--- config.mk ---
export PLATFORM = sky130hd
export DESIGN_NAME = backend_top
export DESIGN_NICKNAME = d
export VERILOG_FILES = /design/src/hw/rv_mem_pkg.sv /design/src/hw/rv_pipe_pkg.sv /design/src/hw/backend_top.sv /design/src/hw/writeback_stage.sv /design/src/hw/mem_wb_register.sv /design/src/hw/mem_access_unit.sv /design/src/hw/ex_mem_register.sv
export SDC_FILE = /design/constraint.sdc
export NUM_CORES = 2
export LEC_CHECK = 0
export BUFFER_PORTS_ARGS = -buffer_cell sky130_fd_sc_hd__buf_2
export CORE_ASPECT_RATIO = 1.5
export CORE_MARGIN = 4
export CORE_UTILIZATION = 61
export DETAILED_ROUTE_END_ITERATION = 10
export PLACE_DENSITY_LB_ADDON = 0.15
export SLEW_MARGIN = 20
export SYNTH_ARGS = -nofsm -noshare
export SYNTH_HDL_FRONTEND = slang
export SYNTH_SLANG_ARGS = --single-unit
--- constraint.sdc ---
create_clock -name clk -period 51.3 [get_ports clk]
set_input_delay 2.565 -clock clk [delete_from_list [all_inputs] [get_ports clk]]
set_output_delay 2.565 -clock clk [all_outputs]
set_load 0.005 [all_outputs]
--- src/hw/rv_mem_pkg.sv ---
`default_nettype none

package rv_mem_pkg;

    // Widest address the APB request can carry.
    localparam int ADDR_MAX = 32;

    // Load/store size, as coded in funct3.
    typedef enum logic [2:0] {
        size_b  = 3'b000,
        size_h  = 3'b001,
        size_w  = 3'b010,
        size_bu = 3'b100,
        size_hu = 3'b101
    } mem_size_e;

    // Request fields held on the bus from setup to completion.
    typedef struct packed {
        logic [ADDR_MAX-1:0] paddr; // Upper bits above ADDR_W are zero.
        logic                pwrite;
        logic [31:0]         pwdata;
        logic [3:0]          pstrb;
    } apb_req_t;

endpackage

`default_nettype wire
--- src/hw/rv_pipe_pkg.sv ---
`default_nettype none

package rv_pipe_pkg;

    // Source of the register file write value.
    typedef enum logic [2:0] {
        wb_alu       = 3'd0,
        wb_load      = 3'd1,
        wb_pc_plus_4 = 3'd2,
        wb_imm       = 3'd3,
        wb_csr       = 3'd4
    } wb_sel_e;

    // Instruction leaving EX.
    typedef struct packed {
        logic [31:0]           pc_plus_4;
        logic [31:0]           imm;
        logic [31:0]           csr_read_data;
        logic [31:0]           alu_result;   // Also the memory address.
        logic [31:0]           store_data;
        wb_sel_e               wb_sel;
        rv_mem_pkg::mem_size_e mem_size;
        logic                  mem_read;
        logic                  mem_write;
        logic                  reg_write;
        logic [4:0]            rd;
    } ex_mem_t;

    // Instruction leaving MEM.
    typedef struct packed {
        logic [31:0] pc_plus_4;
        logic [31:0] imm;
        logic [31:0] csr_read_data;
        logic [31:0] alu_result;
        logic [31:0] load_data;
        wb_sel_e     wb_sel;
        logic        reg_write;
        logic [4:0]  rd;
    } mem_wb_t;

endpackage

`default_nettype wire

--- src/hw/backend_top.sv ---
`timescale 1ns/1ns
`default_nettype none

module backend_top #(
    parameter int NUM_REGS = 32,
    parameter int ADDR_W   = 12
) (
    input  logic                 clk,
    input  logic                 reset,
    input  logic                 flush,
    input  logic                 in_valid,
    input  rv_pipe_pkg::ex_mem_t in_instr,
    output logic                 in_ready,
    output rv_mem_pkg::apb_req_t apb_req,
    output logic                 psel,
    output logic                 penable,
    input  logic [31:0]          prdata,
    input  logic                 pready,
    input  logic [4:0]           dbg_addr,
    output logic [31:0]          dbg_data
);

    logic                 mem_valid;
    rv_pipe_pkg::ex_mem_t mem_instr;
    logic                 mem_done;
    rv_pipe_pkg::mem_wb_t wb_next;
    logic                 wb_valid;
    rv_pipe_pkg::mem_wb_t wb_instr;
    logic                 stall;

    // Hold EX/MEM while its instruction cannot advance.
    assign stall    = mem_valid && !mem_done;
    assign in_ready = !stall;

    ex_mem_register u_ex_mem_register (
        .clk       (clk),
        .reset     (reset),
        .flush     (flush),
        .in_valid  (in_valid),
        .in_instr  (in_instr),
        .stall     (stall),
        .mem_valid (mem_valid),
        .mem_instr (mem_instr)
    );

    mem_access_unit #(
        .ADDR_W (ADDR_W)
    ) u_mem_access_unit (
        .clk       (clk),
        .reset     (reset),
        .flush     (flush),
        .mem_valid (mem_valid),
        .mem_instr (mem_instr),
        .mem_done  (mem_done),
        .wb_next   (wb_next),
        .apb_req   (apb_req),
        .psel      (psel),
        .penable   (penable),
        .prdata    (prdata),
        .pready    (pready)
    );

    mem_wb_register u_mem_wb_register (
        .clk      (clk),
        .reset    (reset),
        .flush    (flush),
        .mem_done (mem_done),
        .wb_next  (wb_next),
        .wb_valid (wb_valid),
        .wb_instr (wb_instr)
    );

    writeback_stage #(
        .NUM_REGS (NUM_REGS)
    ) u_writeback_stage (
        .clk      (clk),
        .reset    (reset),
        .wb_valid (wb_valid),
        .wb_instr (wb_instr),
        .dbg_addr (dbg_addr),
        .dbg_data (dbg_data)
    );

endmodule

`default_nettype wire

--- src/hw/writeback_stage.sv ---
`timescale 1ns/1ns
`default_nettype none

module writeback_stage #(
    parameter int NUM_REGS = 32
) (
    input  logic                 clk,
    input  logic                 reset,
    input  logic                 wb_valid,
    input  rv_pipe_pkg::mem_wb_t wb_instr,
    input  logic [4:0]           dbg_addr,
    output logic [31:0]          dbg_data
);

    logic [31:0] regs [NUM_REGS];
    logic [31:0] wr_data;
    logic        wr_en;

    always_comb begin
        case (wb_instr.wb_sel)
            rv_pipe_pkg::wb_load:      wr_data = wb_instr.load_data;
            rv_pipe_pkg::wb_pc_plus_4: wr_data = wb_instr.pc_plus_4;
            rv_pipe_pkg::wb_imm:       wr_data = wb_instr.imm;
            rv_pipe_pkg::wb_csr:       wr_data = wb_instr.csr_read_data;
            default:                   wr_data = wb_instr.alu_result;
        endcase
    end

    assign wr_en = wb_valid && wb_instr.reg_write && (wb_instr.rd != 5'd0) &&
                   (int'(wb_instr.rd) < NUM_REGS); // x0 stays zero.

    always_ff @(posedge clk or posedge reset) begin
        if (reset) begin
            for (int i = 0; i < NUM_REGS; i++) begin
                regs[i] <= 32'b0;
            end
        end else if (wr_en) begin
            regs[wb_instr.rd] <= wr_data;
        end
    end

    // Debug read, combinational.
    assign dbg_data = (int'(dbg_addr) < NUM_REGS) ? regs[dbg_addr] : 32'b0;

endmodule

`default_nettype wire

--- src/hw/mem_wb_register.sv ---
`timescale 1ns/1ns
`default_nettype none

module mem_wb_register (
    input  logic                 clk,
    input  logic                 reset,
    input  logic                 flush,
    input  logic                 mem_done,
    input  rv_pipe_pkg::mem_wb_t wb_next,
    output logic                 wb_valid,
    output rv_pipe_pkg::mem_wb_t wb_instr
);

    always_ff @(posedge clk or posedge reset) begin
        if (reset) begin
            wb_valid <= 1'b0;
            wb_instr <= '0;
        end else if (flush) begin
            wb_valid <= 1'b0;
            wb_instr <= '0;
        end else begin
            // A stalled MEM stage leaves a bubble here.
            wb_valid <= mem_done;
            wb_instr <= wb_next;
        end
    end

endmodule

`default_nettype wire

--- src/hw/mem_access_unit.sv ---
`timescale 1ns/1ns
`default_nettype none

module mem_access_unit #(
    parameter int ADDR_W = 12
) (
    input  logic                  clk,
    input  logic                  reset,
    input  logic                  flush,
    input  logic                  mem_valid,
    input  rv_pipe_pkg::ex_mem_t  mem_instr,
    output logic                  mem_done,
    output rv_pipe_pkg::mem_wb_t  wb_next,
    output rv_mem_pkg::apb_req_t  apb_req,
    output logic                  psel,
    output logic                  penable,
    input  logic [31:0]           prdata,
    input  logic                  pready
);

    typedef enum logic [1:0] {
        idle,
        setup,
        access,
        drain     // Flushed transfer still waiting on pready.
    } state_e;

    state_e state;
    state_e state_next;

    logic                                is_mem;
    logic                                start;
    logic [1:0]                          byte_off;
    logic [1:0]                          rd_off;
    logic [31:0]                         store_wdata;
    logic [3:0]                          store_strb;
    logic [rv_mem_pkg::ADDR_MAX-1:0]     next_paddr;
    logic [31:0]                         load_lane;
    logic [31:0]                         load_ext;

    assign is_mem   = mem_instr.mem_read | mem_instr.mem_write;
    assign start    = (state == idle) && (state_next == setup);
    assign mem_done = mem_valid && (!is_mem || ((state == access) && pready));

    assign psel    = (state != idle);
    assign penable = (state == access) || (state == drain);

    always_comb begin
        state_next = state;
        case (state)
            idle:    if (mem_valid && is_mem && !flush) state_next = setup;
            setup:   state_next = flush ? drain : access; // Setup always leads to an access phase.
            access:  begin
                if (pready) state_next = idle;
                else if (flush) state_next = drain;
            end
            drain:   if (pready) state_next = idle;
            default: state_next = idle;
        endcase
    end

    always_ff @(posedge clk or posedge reset) begin
        if (reset) begin
            state <= idle;
        end else begin
            state <= state_next;
        end
    end

    // Store lanes and strobes.
    always_comb begin
        byte_off   = mem_instr.alu_result[1:0];
        next_paddr = '0;
        next_paddr[ADDR_W-1:0] = mem_instr.alu_result[ADDR_W-1:0];
        case (mem_instr.mem_size)
            rv_mem_pkg::size_b, rv_mem_pkg::size_bu: begin
                store_wdata = {24'b0, mem_instr.store_data[7:0]} << {byte_off, 3'b000};
                store_strb  = 4'b0001 << byte_off;
            end
            rv_mem_pkg::size_h, rv_mem_pkg::size_hu: begin
                store_wdata = {16'b0, mem_instr.store_data[15:0]} << {byte_off[1], 4'b0000};
                store_strb  = byte_off[1] ? 4'b1100 : 4'b0011;
            end
            default: begin
                store_wdata = mem_instr.store_data;
                store_strb  = 4'b1111;
            end
        endcase
    end

    // Request is captured once and held until the transfer ends.
    always_ff @(posedge clk or posedge reset) begin
        if (reset) begin
            apb_req <= '0;
        end else if (start) begin
            apb_req.paddr  <= next_paddr;
            apb_req.pwrite <= mem_instr.mem_write;
            apb_req.pwdata <= mem_instr.mem_write ? store_wdata : 32'b0;
            apb_req.pstrb  <= mem_instr.mem_write ? store_strb : 4'b0000;
        end
    end

    // Load extraction and extension.
    always_comb begin
        rd_off    = apb_req.paddr[1:0];
        load_lane = prdata >> {rd_off, 3'b000};
        case (mem_instr.mem_size)
            rv_mem_pkg::size_b:  load_ext = {{24{load_lane[7]}}, load_lane[7:0]};
            rv_mem_pkg::size_bu: load_ext = {24'b0, load_lane[7:0]};
            rv_mem_pkg::size_h:  load_ext = {{16{load_lane[15]}}, load_lane[15:0]};
            rv_mem_pkg::size_hu: load_ext = {16'b0, load_lane[15:0]};
            default:             load_ext = prdata;
        endcase
    end

    always_comb begin
        wb_next.pc_plus_4     = mem_instr.pc_plus_4;
        wb_next.imm           = mem_instr.imm;
        wb_next.csr_read_data = mem_instr.csr_read_data;
        wb_next.alu_result    = mem_instr.alu_result;
        wb_next.load_data     = load_ext;
        wb_next.wb_sel        = mem_instr.wb_sel;
        wb_next.reg_write     = mem_instr.reg_write;
        wb_next.rd            = mem_instr.rd;
    end

endmodule

`default_nettype wire

--- src/hw/ex_mem_register.sv ---
`timescale 1ns/1ns
`default_nettype none

module ex_mem_register (
    input  logic                 clk,
    input  logic                 reset,
    input  logic                 flush,
    input  logic                 in_valid,
    input  rv_pipe_pkg::ex_mem_t in_instr,
    input  logic                 stall,
    output logic                 mem_valid,
    output rv_pipe_pkg::ex_mem_t mem_instr
);

    always_ff @(posedge clk or posedge reset) begin
        if (reset) begin
            mem_valid <= 1'b0;
            mem_instr <= '0;
        end else if (flush) begin
            // Kill the instruction but leave its payload in place.
            mem_valid           <= 1'b0;
            mem_instr.mem_read  <= 1'b0;
            mem_instr.mem_write <= 1'b0;
            mem_instr.reg_write <= 1'b0;
        end else if (!stall) begin
            mem_valid <= in_valid;
            mem_instr <= in_instr;
        end
    end

endmodule

`default_nettype wire

==> metrics <==
status=finished, final reports clean; Synth Area in XOR/XNOR=0; flop-to-flop setup slack=47910 ps; Crit Path Class=in -> out; reg2reg end=u_writeback_stage.regs[323]; cts bufs inserted=134; Avg Inst Size Synth=10.40 µm²; Max Fclk=112.9 MHz; area delta synth->final=9.543%; Buffers on Ports=299; total die area=105500 µm²; Max FO, Critical Path=103; Slew HR=0.2393; static leakage=31.48 nW; initial drt markers=3831; Final Max Tran Viols=0; Detailed Place HPWL=91130 µm; critical path startpoint category=primary input; first-pass GRT wire length=254300 µm; complex-gate fraction of the synthesized area=0.1416; largest family of logic cells by synthesized area=compound AO/OA/AOI/OAI gates; clock transition at the registers of the reported paths=60 ps; cells after synthesis=5883; Initial Util=0.6139; Worst Skew=17.90 ps; Data arrival, critical path=6290 ps; postcts setup bufs=0; final setup fails=0; Slew @ Worst Pin=1137 ps; TNS Setup=0 ps; mux share of post-synthesis cell area=0.1226; Worst path top cell family by delay=buffers and inverters; Final Wtd Congestion=0.8409; delay of the slowest critical-path stage=930 ps; Clk Latency, worst-skew pair=750 ps; vias in the first global route=43809; Worst path depth=8; cts hold-fix bufs=0; commonest non-fill, non-tap cells in the layout=dfrtp_1, nand2_1, o21ai_0; Clock Sinks=1420; leading cell type in the layout, fill and taps excluded=dfrtp_1; worst setup path start=dbg_addr[1]; layer with the highest usage=met2; initial antenna violation count=10; cells resized by post-CTS repair=0; Tmin final=8859 ps; met2 usage=0.5175; mapped cell area=61190 µm²; Fin. Hold Viols=0; CTS max path bufs=3; htree depth=4; grt ovf=0; adder-cell share of the synthesized area=0; Final ANT Viol Nets=0; DRC=0; Distinct cells, synth=47; PD cells=37.19 nW/µm²; top-level I/O count=320; largest net degree at the start of global routing=189; Seq cells post-synth=1420; GR Util met1=0.4100; reg2reg path depth=5; worst endpoint required time=48740 ps; post-route clock period utilization=0.1727; Initial DRT Pass Iterations=6; via count=43328; Max-Cap Viols=0; wire length per cell=22.52 µm; FP Rows=142; crit end category=primary output; Root Buffer=clkbuf_16; worst path bufs/invs=4; Power, Total=2.493 mW; Seq/Total Area, Yosys=0.5807; VDD IR max=0.00003738 V; worst r2r src=u_mem_wb_register.wb_instr[8]; final wirelength=163400 µm; total track usage=0.3123; slowest stage cell, crit path=buf_4; met3 usage=0.05624; worst hold path type=reg -> reg; vias per cell=5.972; Core ar.=99670 µm²; RSZ-0062 raised after global routing=no; die extent in y=395.9 µm; yosys warns=0; CP Cell Sequence=buf_8 -> buf_6 -> buf_4 -> mux2i_1 -> a22oi_1 -> a31oi_1 -> nand3_1 -> buf_2; Post-layout nets=6074; simple-gate area share of the yosys netlist=0.1132; TritonCTS clock tree=built; share of layout cells above drive strength 1=0.1408; worst setup path endpoint=dbg_data[9]; die width=266.6 µm
==> flip-flops by register name, summed over array words and instances (netlist names) <==
signal	cells
u_mem_wb_register.wb_instr	169
u_ex_mem_register.mem_instr	174
u_writeback_stage.regs	1024
u_mem_wb_register.wb_valid	1
u_mem_access_unit.apb_req	49
u_mem_access_unit.state	2
u_ex_mem_register.mem_valid	1
==> worst register-to-register path: cells and delay by family (launching register included) <==
family	cells	cell delay, ps
AO/OA/AOI/OAI	3	1570
buffers and inverters	2	1300
flip-flops	1	340
==> routing by layer <==
layer  share of wire  up-vias  routed length (µm)
li1                -    20092                   -
met1            0.41    21400               67010
met2            0.48     1436               79120
met3           0.060      392                9767
met4           0.046        8                7453
met5         0.00030        -                  49
==> worst min path at each step <==
stage	depth (start not counted)	slack, ps	start	to
final	0	370	u_writeback_stage.regs[1011]	u_writeback_stage.regs[1011]
after global routing	0	390	u_writeback_stage.regs[1021]	u_writeback_stage.regs[1021]
after CTS	0	380	u_writeback_stage.regs[1011]	u_writeback_stage.regs[1011]
after detailed placement	0	360	u_writeback_stage.regs[1011]	u_writeback_stage.regs[1011]
after global placement	0	360	u_writeback_stage.regs[998]	u_writeback_stage.regs[998]
after floorplan	1	430	u_writeback_stage.regs[1000]	u_writeback_stage.regs[1000]
==> cells in the mapped netlist, drive strengths merged <==
cell,n,area share
a2111oi,1,0.00045
a211oi,32,0.0039
a21o,17,0.0021
a21oi,121,0.0099
a221o,32,0.0052
a221oi,8,0.0011
a22o,75,0.011
a22oi,119,0.015
a31oi,33,0.0034
and2,25,0.0026
and3,1,0.00010
and3b,1,0.00014
buf,231,0.021
clkbuf,327,0.020
clkinv,1,0.000082
conb,1,0.000061
dfrtp,1420,0.58
inv,7,0.00043
mux2,192,0.035
mux2i,531,0.087
mux4,1,0.00037
nand2,1222,0.076
nand2b,27,0.0028
nand3,97,0.0079
nand3b,1,0.00012
nor2,54,0.0034
nor2b,154,0.016
nor3,43,0.0037
nor3b,4,0.00057
o21ai,1087,0.089
o221ai,1,0.00025
o22ai,10,0.0010
or2,6,0.00061
or3,1,0.00010
==> report_power, final <==
part,leakage (nW),internal [mW],switching (mW)
Combinational,10.1,0.104,0.192
Sequential,19.2,1.18,0.0388
Clock,2.12,0.563,0.418
==> kinds of logic (layout without fill, tap and decap cells) <==
group / count (synthesis) / in the layout
simple gates: 1636 / 1636
other cells: 1 / 28
mux: 724 / 724
compound gates: 1536 / 1536
flops: 1420 / 1420
buf+inv: 566 / 615
==> through the flow <==
stage	std cells	util	setup slack, ps	hold slack (ps)	area, µm²
6_report	7255	0.6725	42440	373.8	67030
4_1_cts	7245	0.6713	42130	378.0	66920
3_3_place_gp	7016	0.6282	42230	364.0	62620
3_5_place_dp	7016	0.6282	42150	364.6	62620
5_1_grt	7249	0.6723	42280	385.1	67010
2_1_floorplan	5902	-	8691	428.4	61260
==> final cells by class <==
cell class | count | area, µm²
flip-flops and latches | 1420 | 35540
fillers | 7733 | 32650
multi-input cells | 3916 | 23320
clock buffers | 203 | 4049
repair buffers | 378 | 2186
well taps | 1296 | 1622
clock inverters | 26 | 250.2
inverters | 8 | 38.79
diodes | 8 | 20.02
(Power assumes the default switching activity.)
